## src/logic/stcPkg.sv

```systemverilog
package stcPkg;

    //**************************************************************************
    // Widths
    //**************************************************************************
    localparam int SampleWidth = 18;
    localparam int DacWidth    = 14;
    localparam int MaxPnLength = 24;
    localparam int AddrWidth   = 4;
    localparam int DataWidth   = 32;

    typedef logic signed [SampleWidth-1:0] sample_t;    // Gains are Q1.17

    typedef struct packed {
        sample_t re;
        sample_t im;
    } complexSample_t;

    // First and second bit of a PN pair
    typedef struct packed {
        logic bit0;
        logic bit1;
    } bitPair_t;

    //**************************************************************************
    // DAC source codes and register map
    //**************************************************************************
    typedef enum logic [3:0] {
        srcCh0Fm = 4'd0,
        srcCh0I  = 4'd1,
        srcCh0Q  = 4'd2,
        srcCh1Fm = 4'd3,
        srcCh1I  = 4'd4,
        srcCh1Q  = 4'd5,
        srcTxI   = 4'd6,
        srcTxQ   = 4'd7,
        srcPoly  = 4'd8
    } dacSource_t;

    typedef enum logic [AddrWidth-1:0] {
        regVersion    = 4'd0,
        regControl    = 4'd1,
        regPnTaps     = 4'd2,
        regPnLength   = 4'd3,
        regDeviation  = 4'd4,
        regH0Real     = 4'd5,
        regH0Imag     = 4'd6,
        regH1Real     = 4'd7,
        regH1Imag     = 4'd8,
        regDac0Source = 4'd9,
        regDac1Source = 4'd10
    } regAddr_t;

    // Everything the host can set
    typedef struct packed {
        logic                   txEnable;
        logic [MaxPnLength-1:0] pnTaps;
        logic [4:0]             pnLength;
        sample_t                deviation;  // NRZ peak
        complexSample_t         h0;
        complexSample_t         h1;
        dacSource_t             dac0Source;
        dacSource_t             dac1Source;
    } stcConfig_t;

    localparam sample_t PolyLevel = 18'sh10000;     // Set bit on srcPoly

endpackage

```

## src/logic/channelPath.sv

```systemverilog
`timescale 1ns/1ps

module channelPath (
    input  logic                    clk,
    input  logic                    reset,
    input  logic                    payloadBit,
    input  logic                    pairActive,
    input  stcPkg::sample_t         deviation,
    input  stcPkg::complexSample_t  gain,
    output stcPkg::sample_t         level,
    output stcPkg::complexSample_t  channelOut
);

    import stcPkg::*;

    sample_t                         nrzLevel;
    logic signed [2*SampleWidth-1:0] productRe;
    logic signed [2*SampleWidth-1:0] productIm;

    //**************************************************************************
    // NRZ mapping
    //**************************************************************************
    always_comb begin
        if (!pairActive) begin
            nrzLevel = '0;                  // Idle between enables
        end
        else if (payloadBit) begin
            nrzLevel = deviation;
        end
        else begin
            nrzLevel = -deviation;
        end
    end

    // Q1.17 gain keeps the product aligned to the level
    assign productRe = nrzLevel * gain.re;
    assign productIm = nrzLevel * gain.im;

    always_ff @(posedge clk) begin
        if (reset) begin
            level      <= '0;
            channelOut <= '0;
        end
        else begin
            level         <= nrzLevel;      // FM source value
            channelOut.re <= productRe[2*SampleWidth-2:SampleWidth-1];
            channelOut.im <= productIm[2*SampleWidth-2:SampleWidth-1];
        end
    end

endmodule

```

## src/logic/dacCombiner.sv

```systemverilog
`timescale 1ns/1ps

module dacCombiner (
    input  logic                         clk,
    input  logic                         reset,
    input  stcPkg::stcConfig_t           cfg,
    input  stcPkg::bitPair_t             pair,
    input  stcPkg::sample_t              level0,
    input  stcPkg::sample_t              level1,
    input  stcPkg::complexSample_t       ch0,
    input  stcPkg::complexSample_t       ch1,
    output logic [stcPkg::DacWidth-1:0]  dac0,
    output logic [stcPkg::DacWidth-1:0]  dac1
);

    import stcPkg::*;

    localparam logic [DacWidth-1:0] DacMidScale = {1'b1, {(DacWidth-1){1'b0}}};

    sample_t  txI;
    sample_t  txQ;
    bitPair_t pairDelay;    // Lines the PN bits up with the channel outputs
    sample_t  select0;
    sample_t  select1;

    // Sum of both channels wraps at 18 bits
    assign txI = ch0.re + ch1.re;
    assign txQ = ch0.im + ch1.im;

    function automatic sample_t pickSource(input dacSource_t src, input logic polyBit);
        case (src)
            srcCh0Fm: return level0;
            srcCh0I:  return ch0.re;
            srcCh0Q:  return ch0.im;
            srcCh1Fm: return level1;
            srcCh1I:  return ch1.re;
            srcCh1Q:  return ch1.im;
            srcTxI:   return txI;
            srcTxQ:   return txQ;
            srcPoly:  return polyBit ? PolyLevel : '0;
            default:  return level0;        // Undefined codes
        endcase
    endfunction

    // Drop the bits below the DAC and flip the sign into offset binary
    function automatic logic [DacWidth-1:0] offsetBinary(input sample_t s);
        return {~s[SampleWidth-1], s[SampleWidth-2:SampleWidth-DacWidth]};
    endfunction

    //**************************************************************************
    // Source selectors and DAC words
    //**************************************************************************
    always_ff @(posedge clk) begin
        if (reset) begin
            pairDelay <= '0;
            select0   <= '0;
            select1   <= '0;
        end
        else begin
            pairDelay <= pair;
            select0   <= pickSource(cfg.dac0Source, pairDelay.bit0);
            select1   <= pickSource(cfg.dac1Source, pairDelay.bit1);
        end
    end

    always_ff @(posedge clk) begin
        if (reset) begin
            dac0 <= DacMidScale;
            dac1 <= DacMidScale;
        end
        else begin
            dac0 <= offsetBinary(select0);
            dac1 <= offsetBinary(select1);
        end
    end

    assert property (@(posedge clk)
        $fell(reset) |=> (dac0 == DacMidScale && dac1 == DacMidScale))
        else $error("dacCombiner: DAC outputs not at mid scale after reset");

endmodule

```

## src/logic/pnFramer.sv

```systemverilog
`timescale 1ns/1ps

module pnFramer #(
    parameter int BitPeriod = 4
) (
    input  logic                             clk,
    input  logic                             reset,
    input  logic                             txEnable,
    input  logic [stcPkg::MaxPnLength-1:0]   pnTaps,
    input  logic [4:0]                       pnLength,
    output stcPkg::bitPair_t                 pair,
    output logic                             pairActive
);

    import stcPkg::*;

    localparam int CountWidth = $clog2(BitPeriod + 1);

    logic [CountWidth-1:0]  tickCount;
    logic                   bitTick;
    logic [MaxPnLength-1:0] lfsr;
    logic [MaxPnLength-1:0] lengthMask;
    logic                   pnBit;
    logic                   parity;
    logic                   secondBit;      // Next tick completes a pair
    logic                   heldBit;

    //**************************************************************************
    // Bit tick
    //**************************************************************************
    assign bitTick = txEnable && (tickCount == CountWidth'(BitPeriod - 1));

    always_ff @(posedge clk) begin
        if (reset || !txEnable) begin
            tickCount <= '0;
        end
        else if (bitTick) begin
            tickCount <= '0;
        end
        else begin
            tickCount <= tickCount + 1'b1;
        end
    end

    //**************************************************************************
    // Programmable LFSR
    //**************************************************************************
    assign pnBit      = lfsr[pnLength - 5'd1];              // Output tap
    assign parity     = ^(lfsr & pnTaps);
    assign lengthMask = ~({MaxPnLength{1'b1}} << pnLength); // Bits below length

    always_ff @(posedge clk) begin
        if (reset || !txEnable) begin
            lfsr <= '1;
        end
        else if (bitTick) begin
            lfsr <= {lfsr[MaxPnLength-2:0], parity} & lengthMask;
        end
    end

    // Odd ticks hold their bit, even ticks publish the pair
    always_ff @(posedge clk) begin
        if (bitTick && !secondBit) begin
            heldBit <= pnBit;
        end
    end

    always_ff @(posedge clk) begin
        if (reset || !txEnable) begin
            secondBit  <= 1'b0;
            pair       <= '0;
            pairActive <= 1'b0;
        end
        else if (bitTick) begin
            secondBit <= !secondBit;
            if (secondBit) begin
                pair       <= '{bit0: heldBit, bit1: pnBit};
                pairActive <= 1'b1;
            end
        end
    end

    assert property (@(posedge clk) disable iff (reset)
        txEnable |-> (pnLength >= 5'd2 && pnLength <= 5'(MaxPnLength)))
        else $error("pnFramer: PN length out of range");

endmodule

```

## src/logic/stcModTop.sv

```systemverilog
`timescale 1ns/1ps

module stcModTop #(
    parameter logic [15:0] VersionNumber = 16'd539,
    parameter int          BitPeriod     = 4
) (
    input  logic                           clk,
    input  logic                           reset,
    input  logic                           regWrite,
    input  stcPkg::regAddr_t               regAddr,
    input  logic [stcPkg::DataWidth-1:0]   regWriteData,
    output logic [stcPkg::DataWidth-1:0]   regReadData,
    output logic [stcPkg::DacWidth-1:0]    dac0,
    output logic [stcPkg::DacWidth-1:0]    dac1
);

    import stcPkg::*;

    stcConfig_t     cfg;
    bitPair_t       pair;
    logic           pairActive;
    sample_t        level0;
    sample_t        level1;
    complexSample_t ch0;
    complexSample_t ch1;

    //**************************************************************************
    // Host registers
    //**************************************************************************
    stcRegs #(.VersionNumber(VersionNumber)) regs (
        .clk(clk), .reset(reset),
        .regWrite(regWrite),
        .regAddr(regAddr),
        .regWriteData(regWriteData),
        .regReadData(regReadData),
        .cfg(cfg)
    );

    //**************************************************************************
    // PN source and two channel paths
    //**************************************************************************
    pnFramer #(.BitPeriod(BitPeriod)) framer (
        .clk(clk), .reset(reset),
        .txEnable(cfg.txEnable),
        .pnTaps(cfg.pnTaps),
        .pnLength(cfg.pnLength),
        .pair(pair),
        .pairActive(pairActive)
    );

    channelPath chPath0 (
        .clk(clk), .reset(reset),
        .payloadBit(pair.bit0),
        .pairActive(pairActive),
        .deviation(cfg.deviation),
        .gain(cfg.h0),
        .level(level0),
        .channelOut(ch0)
    );

    channelPath chPath1 (
        .clk(clk), .reset(reset),
        .payloadBit(pair.bit1),
        .pairActive(pairActive),
        .deviation(cfg.deviation),
        .gain(cfg.h1),
        .level(level1),
        .channelOut(ch1)
    );

    dacCombiner combiner (
        .clk(clk), .reset(reset),
        .cfg(cfg),
        .pair(pair),
        .level0(level0), .level1(level1),
        .ch0(ch0), .ch1(ch1),
        .dac0(dac0), .dac1(dac1)
    );

endmodule

```

## src/logic/stcRegs.sv

```systemverilog
`timescale 1ns/1ps

module stcRegs #(
    parameter logic [15:0] VersionNumber = 16'd539
) (
    input  logic                           clk,
    input  logic                           reset,
    input  logic                           regWrite,
    input  stcPkg::regAddr_t               regAddr,
    input  logic [stcPkg::DataWidth-1:0]   regWriteData,
    output logic [stcPkg::DataWidth-1:0]   regReadData,
    output stcPkg::stcConfig_t             cfg
);

    import stcPkg::*;

    localparam stcConfig_t ResetConfig = '{
        txEnable:   1'b0,
        pnTaps:     24'h000060,
        pnLength:   5'd7,
        deviation:  18'sh08000,
        h0:         '{re: 18'sh1FFFF, im: 18'sh00000},
        h1:         '{re: 18'sh00000, im: 18'sh00000},
        dac0Source: srcCh0Fm,
        dac1Source: srcCh0Fm
    };

    //**************************************************************************
    // Write decode
    //**************************************************************************
    always_ff @(posedge clk) begin
        if (reset) begin
            cfg <= ResetConfig;
        end
        else if (regWrite) begin
            case (regAddr)
                regControl:    cfg.txEnable   <= regWriteData[0];
                regPnTaps:     cfg.pnTaps     <= regWriteData[MaxPnLength-1:0];
                regPnLength:   cfg.pnLength   <= regWriteData[4:0];
                regDeviation:  cfg.deviation  <= regWriteData[SampleWidth-1:0];
                regH0Real:     cfg.h0.re      <= regWriteData[SampleWidth-1:0];
                regH0Imag:     cfg.h0.im      <= regWriteData[SampleWidth-1:0];
                regH1Real:     cfg.h1.re      <= regWriteData[SampleWidth-1:0];
                regH1Imag:     cfg.h1.im      <= regWriteData[SampleWidth-1:0];
                regDac0Source: cfg.dac0Source <= dacSource_t'(regWriteData[3:0]);
                regDac1Source: cfg.dac1Source <= dacSource_t'(regWriteData[3:0]);
                default: ;                  // Version is read only
            endcase
        end
    end

    //**************************************************************************
    // Readback mux
    //**************************************************************************
    // Part selects keep the signed fields from sign extending
    always_comb begin
        regReadData = '0;
        case (regAddr)
            regVersion:    regReadData = DataWidth'(VersionNumber);
            regControl:    regReadData = DataWidth'(cfg.txEnable);
            regPnTaps:     regReadData = DataWidth'(cfg.pnTaps);
            regPnLength:   regReadData = DataWidth'(cfg.pnLength);
            regDeviation:  regReadData = DataWidth'(cfg.deviation[SampleWidth-1:0]);
            regH0Real:     regReadData = DataWidth'(cfg.h0.re[SampleWidth-1:0]);
            regH0Imag:     regReadData = DataWidth'(cfg.h0.im[SampleWidth-1:0]);
            regH1Real:     regReadData = DataWidth'(cfg.h1.re[SampleWidth-1:0]);
            regH1Imag:     regReadData = DataWidth'(cfg.h1.im[SampleWidth-1:0]);
            regDac0Source: regReadData = DataWidth'(cfg.dac0Source);
            regDac1Source: regReadData = DataWidth'(cfg.dac1Source);
            default:       regReadData = '0;    // Unmapped
        endcase
    end

    // Host must stay quiet while the bank is being reset
    assert property (@(posedge clk) !(regWrite && reset))
        else $error("stcRegs: host write during reset");

endmodule
```

## config.mk

```make
export PLATFORM = sky130hd
export DESIGN_NAME = stcModTop
export DESIGN_NICKNAME = d
export VERILOG_FILES = /design/src/logic/stcPkg.sv /design/src/logic/channelPath.sv /design/src/logic/dacCombiner.sv /design/src/logic/pnFramer.sv /design/src/logic/stcModTop.sv /design/src/logic/stcRegs.sv
export SDC_FILE = /design/constraint.sdc
export NUM_CORES = 2
export LEC_CHECK = 0
export BUFFER_PORTS_ARGS = -buffer_cell sky130_fd_sc_hd__buf_2
export CAP_MARGIN = 30
export CELL_PAD_IN_SITES_DETAIL_PLACEMENT = 2
export CELL_PAD_IN_SITES_GLOBAL_PLACEMENT = 2
export CORE_ASPECT_RATIO = 1.2
export CORE_MARGIN = 2
export CORE_UTILIZATION = 45
export DETAILED_ROUTE_END_ITERATION = 8
export GPL_ROUTABILITY_DRIVEN = 0
export MAX_ROUTING_LAYER = met4
export PLACE_DENSITY = 0.95
export SLEW_MARGIN = 20
export SYNTH_ARGS = -nofsm -noshare
export SYNTH_HDL_FRONTEND = slang
export SYNTH_HIERARCHICAL = 1
export SYNTH_SLANG_ARGS = --single-unit
```

## constraint.sdc

```tcl
create_clock -name clk -period 14.1 [get_ports clk]
set_input_delay 2.115 -clock clk [delete_from_list [all_inputs] [get_ports clk]]
set_output_delay 2.115 -clock clk [all_outputs]
set_load 0.005 [all_outputs]
```

==> impl_metrics.ini, run 1 <==
[clock_tree]
cts_setup_buffers = 0
ctsHoldBuffers = 0
clock_path_buffers = 3
ctsResizeCount = 0
cts_buffers = 40
cts_max_level = 2
cts_root_buf = clkbuf_16

[synth]
syn_avg_cell_area_sq_um = 8.78
synth.cell_area_sq_um = 62900
synth_nets = 8879
syn_inst = 7168
ys_warn_count = 6

[status]
status = stopped before the end
flow.stopped_at = global routing (5_1_grt)
error = [ERROR GRT-0116] Global routing finished with congestion. Check the congestion regions in the DRC Viewer.

[grt]
grt_pass1_wl_microns = 695000
grt_max_degree = 82
overflow = 1022
grt_pass1_vias = 81344
grt_use_total = 0.710

[place]
dp_hpwl_microns = 278000
port_buffers = 90
dp_cells = 8825

[floorplan]
die_height_microns = 414
initial_core_util = 0.452
pin_count = 99
dieWidth_microns = 345
num_rows = 150
==> per-layer routing <==
metal	track usage	GRT overflow
met4	0.712	295
met1	0.684	46
met5	-	-
met3	0.482	49
met2	0.917	632
==> per-stage QoR <==
stage,hold slack (ns),instance area (sq um),worst slack [ns],util
3_3_place_gp,0.369,65100,4.42,0.468
2_1_floorplan,0.356,62900,6.63,-
4_1_cts,0.402,66500,2.25,0.478
3_5_place_dp,0.379,65100,2.71,0.468
==> inputs of run 2 (changes only) <==
--- a/config.mk
+++ b/config.mk
@@ -7,15 +7,11 @@
 export LEC_CHECK = 0
 export BUFFER_PORTS_ARGS = -buffer_cell sky130_fd_sc_hd__buf_2
 export CAP_MARGIN = 30
-export CELL_PAD_IN_SITES_DETAIL_PLACEMENT = 2
-export CELL_PAD_IN_SITES_GLOBAL_PLACEMENT = 2
-export CORE_ASPECT_RATIO = 1.2
 export CORE_MARGIN = 2
-export CORE_UTILIZATION = 45
+export CORE_UTILIZATION = 35
 export DETAILED_ROUTE_END_ITERATION = 8
 export GPL_ROUTABILITY_DRIVEN = 0
-export MAX_ROUTING_LAYER = met4
-export PLACE_DENSITY = 0.95
+export PLACE_DENSITY_LB_ADDON = 0.15
 export SLEW_MARGIN = 20
 export SYNTH_ARGS = -nofsm -noshare
 export SYNTH_HDL_FRONTEND = slang
==> impl_metrics.ini, run 2 <==
[finish]
largest_reg_flops = 128
syn2layout_area_growth_pct = 7.19
fill_cells = 18279
layout_commonest_cell = inv_1
largest-register = regs/cfg
drive_gt1_frac = 0.0577
top_regs = regs/cfg: 128 flops, chPath0/channelOut: 36 flops, chPath1/channelOut: 36 flops
most-common-layout-cells = inv_1, fa_1, nand2_1, and2_1, ha_1
nNetsFinal = 8765

[grt]
antenna_found_initial = 11
overflow = 0
grt_use_total = 0.226
grt_max_degree = 77
grt_pass1_vias = 52032
grt_pass1_wl_microns = 318000

[run]
max_cap_viol_count = 0

[synth]
synth.cell_area_sq_um = 62900
syn_avg_cell_area_sq_um = 8.78
ys_warn_count = 6
syn_inst = 7168
synth_nets = 8879

[timing]
fin_setup_tns_ns = 0
setup_violations = 0
hold_viol = 0
tightestPinTransition_ns = 1.01
post-route-min-period_ns = 9.59
finalMaxSlewViolations = 0
timing.final.crit_share = 0.680
rsz0062_at_grt = no
clock_skew_ns = 0.0333
max_freq_ghz = 0.104
hold_slack_ns = 0.381
relSlewSlack = 0.323
setup_ws_ns = 4.51

[pwr]
vdd_drop_max_mv = 0.0691
p_per_area_nw_per_um2 = 33.8
total_leakage_power_uw = 0.0330

[floorplan]
fp.coreArea_sq_um = 178000
dieWidth_microns = 428
die-area_sq_um = 183000
pin_count = 99
initial_core_util = 0.353
die_height_microns = 428
num_rows = 155

[place]
port_buffers = 90
dp_hpwl_microns = 160000
dp_slack_ns = 4.51

[route]
drc = 0
antenna_left = 0
wl_microns = 204000
drt_iter0_drc = 3254
vias = 47968
via_per_inst = 5.08
wl_per_cell_microns = 21.6
drtPass1Iterations = 6

[setup_path]
critPathCaptureType = flop
crit_path_top_delay_cell = xnor2_1
crit_type = flop to flop
crit_required_ns = 14.55
cpPeakStageDelay_ns = 0.75
startpoint_type = flop
cp_max_fo = 33
cp.arrival_ns = 10.03

[clock_tree]
clk_latency_ns = 0.61
clock_path_buffers = 3
cts_buffers = 42
ctsResizeCount = 0
tritoncts = done
cts_root_buf = clkbuf_16
ctsHoldBuffers = 0
cts_max_level = 2
clkTransAtPathRegs_ns = 0.06
cts_sinks = 318
cts_setup_buffers = 0

[status]
status = complete, no violations

[min_path]
hold_class = flop to flop
run 2: layout make-up:
type                       instances  area [sq um]  area share
tap                             2355          2950      0.0437
timing repair buffer             224          1590      0.0236
multi-input combinational       4949         49400       0.732
antenna                            6          15.0    0.000223
clock inverter                    17           230     0.00341
sequential                       318          6380      0.0946
clock buffer                      57          1200      0.0178
inverter                        1519          5700      0.0846
run 2: critical path: cells and delay by family (launching register included):
family                   cells  cell delay, ns
XOR/XNOR                     2            0.99
AO/OA/AOI/OAI                5            1.65
AND/OR/NAND/NOR              8            2.16
adder cells (fa/ha/maj)      7            3.29
buffers and inverters        8            0.94
flip-flops                   1            0.35
run 2: where the power goes:
group	switching [uW]	total (uW)	internal, uW
combinational	155	222	66.5
clock	460	1130	673
sequential	16.9	926	909
run 2: path summary, 6_finish.rpt:
check / from / end / slack [ns] / cells after the start
worst max-delay path: regs/cfg[80] / chPath1/channelOut[17] / 4.51 / 30
worst min-delay path: combiner/select1[17] / combiner/dac1[13] / 0.38 / 1
worst max register to register: regs/cfg[80] / chPath1/channelOut[17] / 4.51 / 30
worst min register to register: combiner/select1[17] / combiner/dac1[13] / 0.38 / 1
run 2: layer usage:
| layer | track usage | vias up | part of all wire |
|---|---|---|---|
| li1 | - | 21587 | - |
| met1 | 0.302 | 24825 | 0.44 |
| met2 | 0.388 | 1271 | 0.48 |
| met3 | 0.0240 | 283 | 0.046 |
| met4 | 0.0608 | 2 | 0.031 |
| met5 | 0 | - | 0.000069 |
run 2: through the flow:
stage / instances / cell area, sq um / util / power [uW]
finish: 9445 / 67400 / 0.378 / 2280
global route: 9439 / 67400 / 0.378 / 2360
CTS: 9432 / 67300 / 0.377 / 2310
detailed placement: 9358 / 65900 / 0.369 / 1160
global placement: 9353 / 65800 / 0.369 / 1160
floorplan: 7168 / 62900 / - / 1060
(Power assumes the default switching activity.)
